--- src/rtl/crypt_pkg.sv ---
// ############################
// Data-path types of the encryptor output stage
// Ciphertext block, byte beat and the
// geometry of the block and byte queues
// ############################

package crypt_pkg;

	// Block geometry
	localparam int BLOCK_BYTES = 16;
	localparam int BYTE_W      = 8;
	localparam int BYTE_IDX_W  = $clog2(BLOCK_BYTES); // Byte counter inside a block

	// Queue depths
	localparam int BLK_DEPTH  = 2;  // Blocks waiting for the serializer
	localparam int BYTE_DEPTH = 16; // Bytes waiting for the link

	// Byte 15 sits in the top byte lane
	typedef logic [BLOCK_BYTES-1:0][BYTE_W-1:0] block_t;

	// One beat on the byte link
	typedef struct packed {
		logic [BYTE_W-1:0] data;
		logic              last; // Final byte of a block
	} byte_beat_t;

endpackage

--- src/rtl/flow_pkg.sv ---
// ############################
// Flow control and configuration
// Link credits, register map and the
// control word seen by the serializer
// ############################

package flow_pkg;

	// Receiver buffer size on the byte link
	localparam int OUT_CREDITS = 4;
	localparam int CREDIT_W    = 3; // Must hold OUT_CREDITS

	// Register port
	localparam int CFG_ADDR_W = 2;
	localparam int CFG_DATA_W = 32;

	localparam logic [CFG_ADDR_W-1:0] ADDR_CTRL     = 2'd0;
	localparam logic [CFG_ADDR_W-1:0] ADDR_BLK_CNT  = 2'd1;
	localparam logic [CFG_ADDR_W-1:0] ADDR_BYTE_CNT = 2'd2;

	// Matches bit 1 and bit 0 of the control register
	typedef struct packed {
		logic lsb_first;
		logic enable;
	} cfg_t;

endpackage

--- src/rtl/block_serializer.sv ---
// ############################
// Block serializer
// Pops one ciphertext block and writes its
// sixteen bytes into the byte FIFO, last tagged
// ############################

module block_serializer
	import crypt_pkg::*;
	import flow_pkg::*;
(
	input  logic       clk,
	input  logic       n_rst,
	input  cfg_t       cfg,
	input  logic       blk_empty,
	input  block_t     blk_data,
	output logic       blk_pop,
	input  logic       byte_full,
	output logic       byte_push,
	output byte_beat_t byte_beat
);

	logic                  busy;        // Holding a block
	logic [BYTE_IDX_W-1:0] byte_idx;    // Next byte to write
	logic [BYTE_IDX_W-1:0] byte_sel;    // Block lane of that byte
	logic                  lsb_first_q; // Order frozen per block
	logic                  last_byte;
	block_t                blk_hold;

	assign last_byte = (byte_idx == BYTE_IDX_W'(BLOCK_BYTES - 1));
	assign byte_push = busy && !byte_full;

	// Next block may load on the edge that writes the last byte
	assign blk_pop = cfg.enable && !blk_empty && (!busy || (byte_push && last_byte));

	// msb-first walks down from lane 15
	assign byte_sel = lsb_first_q ? byte_idx
		: BYTE_IDX_W'(BLOCK_BYTES - 1) - byte_idx;

	always_comb begin
		byte_beat.data = blk_hold[byte_sel];
		byte_beat.last = last_byte;
	end

	always_ff @(posedge clk, negedge n_rst) begin
		if (!n_rst) begin
			busy        <= 1'b0;
			byte_idx    <= '0;
			lsb_first_q <= 1'b0;
		end else if (blk_pop) begin
			busy        <= 1'b1;
			byte_idx    <= '0;
			lsb_first_q <= cfg.lsb_first; // Later writes wait for the next block
		end else if (byte_push) begin
			if (last_byte) begin
				busy     <= 1'b0;
				byte_idx <= '0;
			end else begin
				byte_idx <= byte_idx + 1'b1;
			end
		end
	end

	// Block payload
	always_ff @(posedge clk) begin
		if (blk_pop)
			blk_hold <= blk_data;
	end

endmodule

--- src/rtl/credit_tx.sv ---
// ############################
// Credit-based byte transmitter
// One beat per held credit, credits
// come back from the receiver
// ############################

module credit_tx
	import crypt_pkg::*;
	import flow_pkg::*;
(
	input  logic       clk,
	input  logic       n_rst,
	input  logic       byte_empty,
	input  byte_beat_t byte_beat,
	output logic       byte_pop,
	output logic       out_send,
	output byte_beat_t out_beat,
	input  logic       out_credit
);

	logic [CREDIT_W-1:0] credits; // Free slots at the receiver
	logic                send;

	// Pop and send are one strobe
	assign send     = !byte_empty && (credits != '0);
	assign byte_pop = send;
	assign out_send = send;
	assign out_beat = byte_beat; // FIFO head goes straight on the link

	always_ff @(posedge clk, negedge n_rst) begin
		if (!n_rst) begin
			credits <= CREDIT_W'(OUT_CREDITS);
		end else begin
			case ({out_credit, send})
				2'b10:   credits <= credits + 1'b1;
				2'b01:   credits <= credits - 1'b1;
				default: credits <= credits; // Return and send cancel out
			endcase
		end
	end

endmodule

--- src/rtl/crypt_out_top.sv ---
// ############################
// Encryptor output stage
// Block queue, serializer, byte FIFO,
// link transmitter and registers
// ############################

module crypt_out_top
	import crypt_pkg::*;
	import flow_pkg::*;
(
	input  logic                  clk,
	input  logic                  n_rst,
	input  logic                  blk_send,
	input  block_t                blk_data,
	output logic                  blk_credit,
	output logic                  out_send,
	output byte_beat_t            out_beat,
	input  logic                  out_credit,
	input  logic                  cfg_we,
	input  logic [CFG_ADDR_W-1:0] cfg_addr,
	input  logic [CFG_DATA_W-1:0] cfg_wdata,
	output logic [CFG_DATA_W-1:0] cfg_rdata
);

	cfg_t       cfg;
	block_t     blk_head;
	logic       blk_pop;
	logic       blk_empty;
	logic       blk_full; // Upstream credits keep this from mattering
	byte_beat_t ser_beat;
	byte_beat_t byte_head;
	logic       byte_push;
	logic       byte_pop;
	logic       byte_empty;
	logic       byte_full;

	assign blk_credit = blk_pop; // A freed queue slot is a credit

	sync_fifo #(.item_t(block_t), .DEPTH(BLK_DEPTH)) blk_q0 (
		.clk(clk), .n_rst(n_rst),
		.push(blk_send), .wdata(blk_data),
		.pop(blk_pop), .rdata(blk_head),
		.empty(blk_empty), .full(blk_full)
	);

	block_serializer ser0 (
		.clk(clk), .n_rst(n_rst), .cfg(cfg),
		.blk_empty(blk_empty), .blk_data(blk_head), .blk_pop(blk_pop),
		.byte_full(byte_full), .byte_push(byte_push), .byte_beat(ser_beat)
	);

	sync_fifo #(.item_t(byte_beat_t), .DEPTH(BYTE_DEPTH)) byte_q0 (
		.clk(clk), .n_rst(n_rst),
		.push(byte_push), .wdata(ser_beat),
		.pop(byte_pop), .rdata(byte_head),
		.empty(byte_empty), .full(byte_full)
	);

	credit_tx tx0 (
		.clk(clk), .n_rst(n_rst),
		.byte_empty(byte_empty), .byte_beat(byte_head), .byte_pop(byte_pop),
		.out_send(out_send), .out_beat(out_beat), .out_credit(out_credit)
	);

	out_cfg_regs regs0 (
		.clk(clk), .n_rst(n_rst),
		.cfg_we(cfg_we), .cfg_addr(cfg_addr),
		.cfg_wdata(cfg_wdata), .cfg_rdata(cfg_rdata),
		.cfg(cfg), .blk_send(blk_send), .byte_sent(out_send)
	);

endmodule

--- src/rtl/out_cfg_regs.sv ---
// ############################
// Output stage registers
// Enable and byte order control,
// block and byte counters
// ############################

module out_cfg_regs
	import flow_pkg::*;
(
	input  logic                  clk,
	input  logic                  n_rst,
	input  logic                  cfg_we,
	input  logic [CFG_ADDR_W-1:0] cfg_addr,
	input  logic [CFG_DATA_W-1:0] cfg_wdata,
	output logic [CFG_DATA_W-1:0] cfg_rdata,
	output cfg_t                  cfg,
	input  logic                  blk_send,
	input  logic                  byte_sent
);

	logic [CFG_DATA_W-1:0] blk_cnt;  // Blocks accepted
	logic [CFG_DATA_W-1:0] byte_cnt; // Bytes put on the link
	logic                  ctrl_we;

	assign ctrl_we = cfg_we && (cfg_addr == ADDR_CTRL);

	// Control register is the only writable one
	always_ff @(posedge clk, negedge n_rst) begin
		if (!n_rst)
			cfg <= '0;
		else if (ctrl_we)
			cfg <= cfg_t'(cfg_wdata[$bits(cfg_t)-1:0]);
	end

	// Free-running counters that wrap at 2**32
	always_ff @(posedge clk, negedge n_rst) begin
		if (!n_rst) begin
			blk_cnt  <= '0;
			byte_cnt <= '0;
		end else begin
			if (blk_send)
				blk_cnt <= blk_cnt + 1'b1;
			if (byte_sent)
				byte_cnt <= byte_cnt + 1'b1;
		end
	end

	// Read mux
	always_comb begin
		case (cfg_addr)
			ADDR_CTRL:     cfg_rdata = CFG_DATA_W'(cfg);
			ADDR_BLK_CNT:  cfg_rdata = blk_cnt;
			ADDR_BYTE_CNT: cfg_rdata = byte_cnt;
			default:       cfg_rdata = '0; // Unmapped
		endcase
	end

endmodule

--- src/rtl/sync_fifo.sv ---
// ############################
// Synchronous FIFO
// Circular buffer for any payload type,
// head item visible on rdata
// ############################

module sync_fifo #(
	parameter type item_t = logic [7:0],
	parameter int  DEPTH  = 4
) (
	input  logic  clk,
	input  logic  n_rst,
	input  logic  push,
	input  item_t wdata,
	input  logic  pop,
	output item_t rdata,
	output logic  empty,
	output logic  full
);

	localparam int PTR_W = (DEPTH > 1) ? $clog2(DEPTH) : 1;
	localparam int CNT_W = $clog2(DEPTH + 1);

	item_t            mem [DEPTH];
	logic [PTR_W-1:0] wr_ptr;
	logic [PTR_W-1:0] rd_ptr;
	logic [CNT_W-1:0] count;
	logic             do_push;
	logic             do_pop;

	// A full FIFO still takes a push when the head leaves in the same cycle
	assign do_pop  = pop && !empty;
	assign do_push = push && (!full || do_pop);

	assign empty = (count == '0);
	assign full  = (count == CNT_W'(DEPTH));
	assign rdata = mem[rd_ptr];

	always_ff @(posedge clk, negedge n_rst) begin
		if (!n_rst) begin
			wr_ptr <= '0;
			rd_ptr <= '0;
			count  <= '0;
		end else begin
			if (do_push) begin
				// Wrap by hand so odd depths work too
				if (wr_ptr == PTR_W'(DEPTH - 1))
					wr_ptr <= '0;
				else
					wr_ptr <= wr_ptr + 1'b1;
			end
			if (do_pop) begin
				if (rd_ptr == PTR_W'(DEPTH - 1))
					rd_ptr <= '0;
				else
					rd_ptr <= rd_ptr + 1'b1;
			end
			case ({do_push, do_pop})
				2'b10:   count <= count + 1'b1;
				2'b01:   count <= count - 1'b1;
				default: count <= count; // Both or neither
			endcase
		end
	end

	// Storage
	always_ff @(posedge clk) begin
		if (do_push)
			mem[wr_ptr] <= wdata;
	end

endmodule

--- config.mk ---
export PLATFORM = sky130hd
export DESIGN_NAME = crypt_out_top
export DESIGN_NICKNAME = d
export VERILOG_FILES = /design/src/rtl/crypt_pkg.sv /design/src/rtl/flow_pkg.sv /design/src/rtl/block_serializer.sv /design/src/rtl/credit_tx.sv /design/src/rtl/crypt_out_top.sv /design/src/rtl/out_cfg_regs.sv /design/src/rtl/sync_fifo.sv
export SDC_FILE = /design/constraint.sdc
export NUM_CORES = 1
export LEC_CHECK = 0
export BUFFER_PORTS_ARGS = -buffer_cell sky130_fd_sc_hd__buf_4
export CAP_MARGIN = 30
export CORE_UTILIZATION = 56
export CTS_BUF_LIST = sky130_fd_sc_hd__clkbuf_4
export CTS_CLUSTER_DIAMETER = 60
export DETAILED_ROUTE_END_ITERATION = 7
export PLACE_DENSITY = 0.78
export SLEW_MARGIN = 20
export SYNTH_ARGS = -nofsm -noshare
export SYNTH_HDL_FRONTEND = slang
export SYNTH_SLANG_ARGS = --single-unit
--- constraint.sdc ---
create_clock -name clk -period 8.05 [get_ports clk]
set_input_delay 1.2075 -clock clk [delete_from_list [all_inputs] [get_ports clk]]
set_output_delay 1.2075 -clock clk [all_outputs]
set_load 0.01 [all_outputs]
==> impl_metrics.tcl <==
set metrics [dict create \
    worst_path_most_repeated_cell "buf_4" \
    htree_levels 4 \
    rsz0062_at_grt "false" \
    yosysSeqAreaShare_pct 72.4 \
    root_buffer "clkbuf_4" \
    row_count 77 \
    first_pass_iters 5 \
    power_density_nw_per_um2 379 \
    crit_type "register to primary output" \
    fp.dieH_microns 214 \
    dpl.hpwl_mm 30.9 \
    track_usage_pct 22.3 \
    yosysWarnings 0 \
    synth_fp_nets 1622 \
    critPathBufInv 3 \
    clkLatencyLatePin_ns 0.94 \
    clk_path_buf_depth 3 \
    post_cts_buffers 0 \
    p_leak_nw 10.7 \
    ant_nets 0 \
    pre_cts_slack_ns 3.60 \
    cts_tree "done" \
    slew_viol_final 0 \
    area_delta_synth_final_pct 16.8 \
    wl_per_cell_microns 19.8 \
    core_sq_um 44200 \
    crit_start "ser0.byte_idx[1]$_DFFE_PN0P_" \
    synth_cell_types 59 \
    worst_pin_slew_ns 0.955 \
    skew_ns 0.0668 \
    grt_max_degree 129 \
    cpMaxStageDelayCell "buf_4" \
    crit_required_ns 6.84 \
    crit_path_end_kind "primary output" \
    cp.arrival_ns 4.13 \
    fin_ws_ns 2.72 \
    ir_drop_uv 275 \
    synthArstFlopShare_pct 14.8 \
    syn_inst 1440 \
    synth_top_area_cell "edfxtp_1" \
    period_needed_ns 5.33 \
    crit_chain "buf_4, ha_1, and3_1, o21ai_2, a211oi_4, buf_4, buf_4" \
    grt_pass1_vias 14500 \
    ios 210 \
    fmax_mhz 187 \
    routed_via_density 5.65 \
    r2r_cells 7 \
    critical_path.max_fanout 69 \
    crit_cells 7 \
    cts_sinks 620 \
    drt_iter0_drc 925 \
    relSlewSlack_pct 36.3 \
    vias 13800 \
    synth_edf_count 528 \
    cts-resized-gates 0 \
    initial_core_util_pct 56.7 \
    cp-start-kind "register" \
    hold_buffers 0 \
    overflow 0 \
    critPathMaxStageDelay_ns 0.74 \
    fp.dieW_microns 214 \
    globalplace.congestion 0.860 \
    finalHoldViolations 0 \
    path_clk_slew_ns 0.06 \
    status "finished clean" \
    reg2reg_from "ser0.byte_idx[1]$_DFFE_PN0P_" \
    cap_viol_max_count 0 \
    synth-main-ff-cell "edfxtp_1" \
    synth_top_area_share_pct 63.2 \
    setup_viol 0 \
    cts_inserted_buffers 156 \
    min_path_type "input pin to async pin" \
    critPathTopFamily "buffers and inverters" \
    fin_setup_tns_ns 0 \
    avgSynthCellArea_sq_um 17.4 \
    routed_wl_mm 48.4 \
    synth_area_sq_um 25100 \
    dieArea_sq_um 45700 \
    port_buffers 179 \
    drc_errors 0 \
    antenna_found_initial 2 \
    nNetsFinal 1925 \
    fin_crit_sh_pct 66.3 \
    grt_first_pass_wirelength_mm 76.0 \
    rrSetupSlack_ns 3.90 \
    synth-seq-cells 620 \
    synth.area.top_cells "edfxtp_1 63%, dfrtp_1 9.1%, mux2_2 6.8%" \
    endpoint "blk_credit" \
    drive_gt1_share_pct 36.7 \
    regToRegEndpoint "ser0.blk_hold[123]$_DFFE_PN_" \
]
cell type report:
type | count | area, sq um
antenna | 2 | 5.00
clock buffer | 225 | 1690
clock inverter | 44 | 332
fill | 2976 | 14900
inverter | 23 | 86.3
multi-input combinational | 730 | 6590
sequential | 620 | 18200
tap | 592 | 741
timing repair buffer | 212 | 1690
layer usage:
metal	vias up	GRT usage, %	part of all wire (%)	wire length [microns]
li1	6371	-	-	-
met1	6906	28.1	41	19700
met2	472	36.1	51	24500
met3	89	5.92	6.1	2960
met4	0	10.6	2.6	1280
met5	-	0	0	0
cells by family (layout without fill, tap and decap cells):
logic type	Yosys count	after routing	synth area share, %
AND/OR/NAND/NOR	189	189	3.96
XOR/XNOR	78	78	2.75
other	0	2	0
AO/OA/AOI/OAI	199	199	5.46
buffers and inverters	90	504	1.49
adder cells (fa/ha/maj)	15	15	0.808
multiplexers	249	249	13.2
flip-flops	620	620	72.4
worst min-delay path by stage:
stage                                   from                             end  slack, ns  cells after the start
2_1_floorplan  regs0.blk_cnt[31]$_DFFE_PN0P_   regs0.blk_cnt[31]$_DFFE_PN0P_       0.44                      1
3_3_place_gp   regs0.blk_cnt[31]$_DFFE_PN0P_   regs0.blk_cnt[31]$_DFFE_PN0P_       0.46                      1
3_5_place_dp   regs0.blk_cnt[31]$_DFFE_PN0P_   regs0.blk_cnt[31]$_DFFE_PN0P_       0.46                      1
4_1_cts                                n_rst  regs0.byte_cnt[29]$_DFFE_PN0N_       0.03                      1
5_1_grt                                n_rst   regs0.blk_cnt[30]$_DFFE_PN0P_       0.09                      1
6_report                               n_rst   regs0.blk_cnt[30]$_DFFE_PN0P_       0.16                      1
stage by stage:
step	hold slack (ns)	utilization, %	area (sq um)	total power [mW]	cells
final	0.161	66.3	29300	11.1	2448
after global routing	0.0950	66.3	29300	11.7	2448
after CTS	0.0288	66.1	29200	11.2	2443
after detailed placement	0.461	61.6	27200	8.52	2174
after global placement	0.462	61.4	27100	8.31	2169
after floorplan	0.442	-	25100	7.40	1440
flip-flops by register name, indices dropped and copies added (netlist names):
signal	count
ser0.busy	1
regs0.cfg	2
byte_q0.mem	144
ser0.blk_hold	128
ser0.byte_idx	4
blk_q0.mem	256
byte_q0.rd_ptr	4
byte_q0.wr_ptr	4
blk_q0.wr_ptr	1
blk_q0.rd_ptr	1
regs0.byte_cnt	32
ser0.lsb_first_q	1
tx0.credits	3
regs0.blk_cnt	32
byte_q0.count	5
blk_q0.count	2
power breakdown:
group / total, mW / switching (mW) / leakage (nW) / internal, mW
Clock: 2.66 / 1.22 / 1.19 / 1.45
Combinational: 3.42 / 1.97 / 3.53 / 1.45
Sequential: 5.03 / 0.359 / 6.03 / 4.67
Yosys cell counts, types with 22 or more instances:
cell / number
clkbuf_1: 40
a21oi_1: 48
a22o_1: 30
mux4_2: 50
edfxtp_1: 528
inv_1: 22
dfrtp_1: 91
xor2_1: 25
nand3_1: 27
nor2_1: 34
mux2_2: 151
xnor2_1: 52
nand2_1: 53
mux2i_1: 48
o21ai_0: 28
cell usage in the layout (no fill, tap or decap), types with 4 or more instances in the layout:
master,n
a21boi_0,11
a21o_1,4
a21oi_1,48
a221oi_1,9
a22o_1,30
a22oi_1,18
and2_1,4
and3_1,6
buf_12,4
buf_4,204
bufinv_16,5
clkbuf_4,225
clkinv_1,28
dfrtp_1,87
edfxtp_1,528
ha_1,13
inv_1,22
mux2_2,151
mux2i_1,48
mux4_2,50
nand2_1,53
nand2b_1,8
nand3_1,27
nand4_1,20
nor2_1,32
nor3_1,12
o21ai_0,28
o221ai_1,16
o22ai_1,16
o31ai_1,9
xnor2_1,52
xor2_1,25
(Power assumes the default switching activity.)
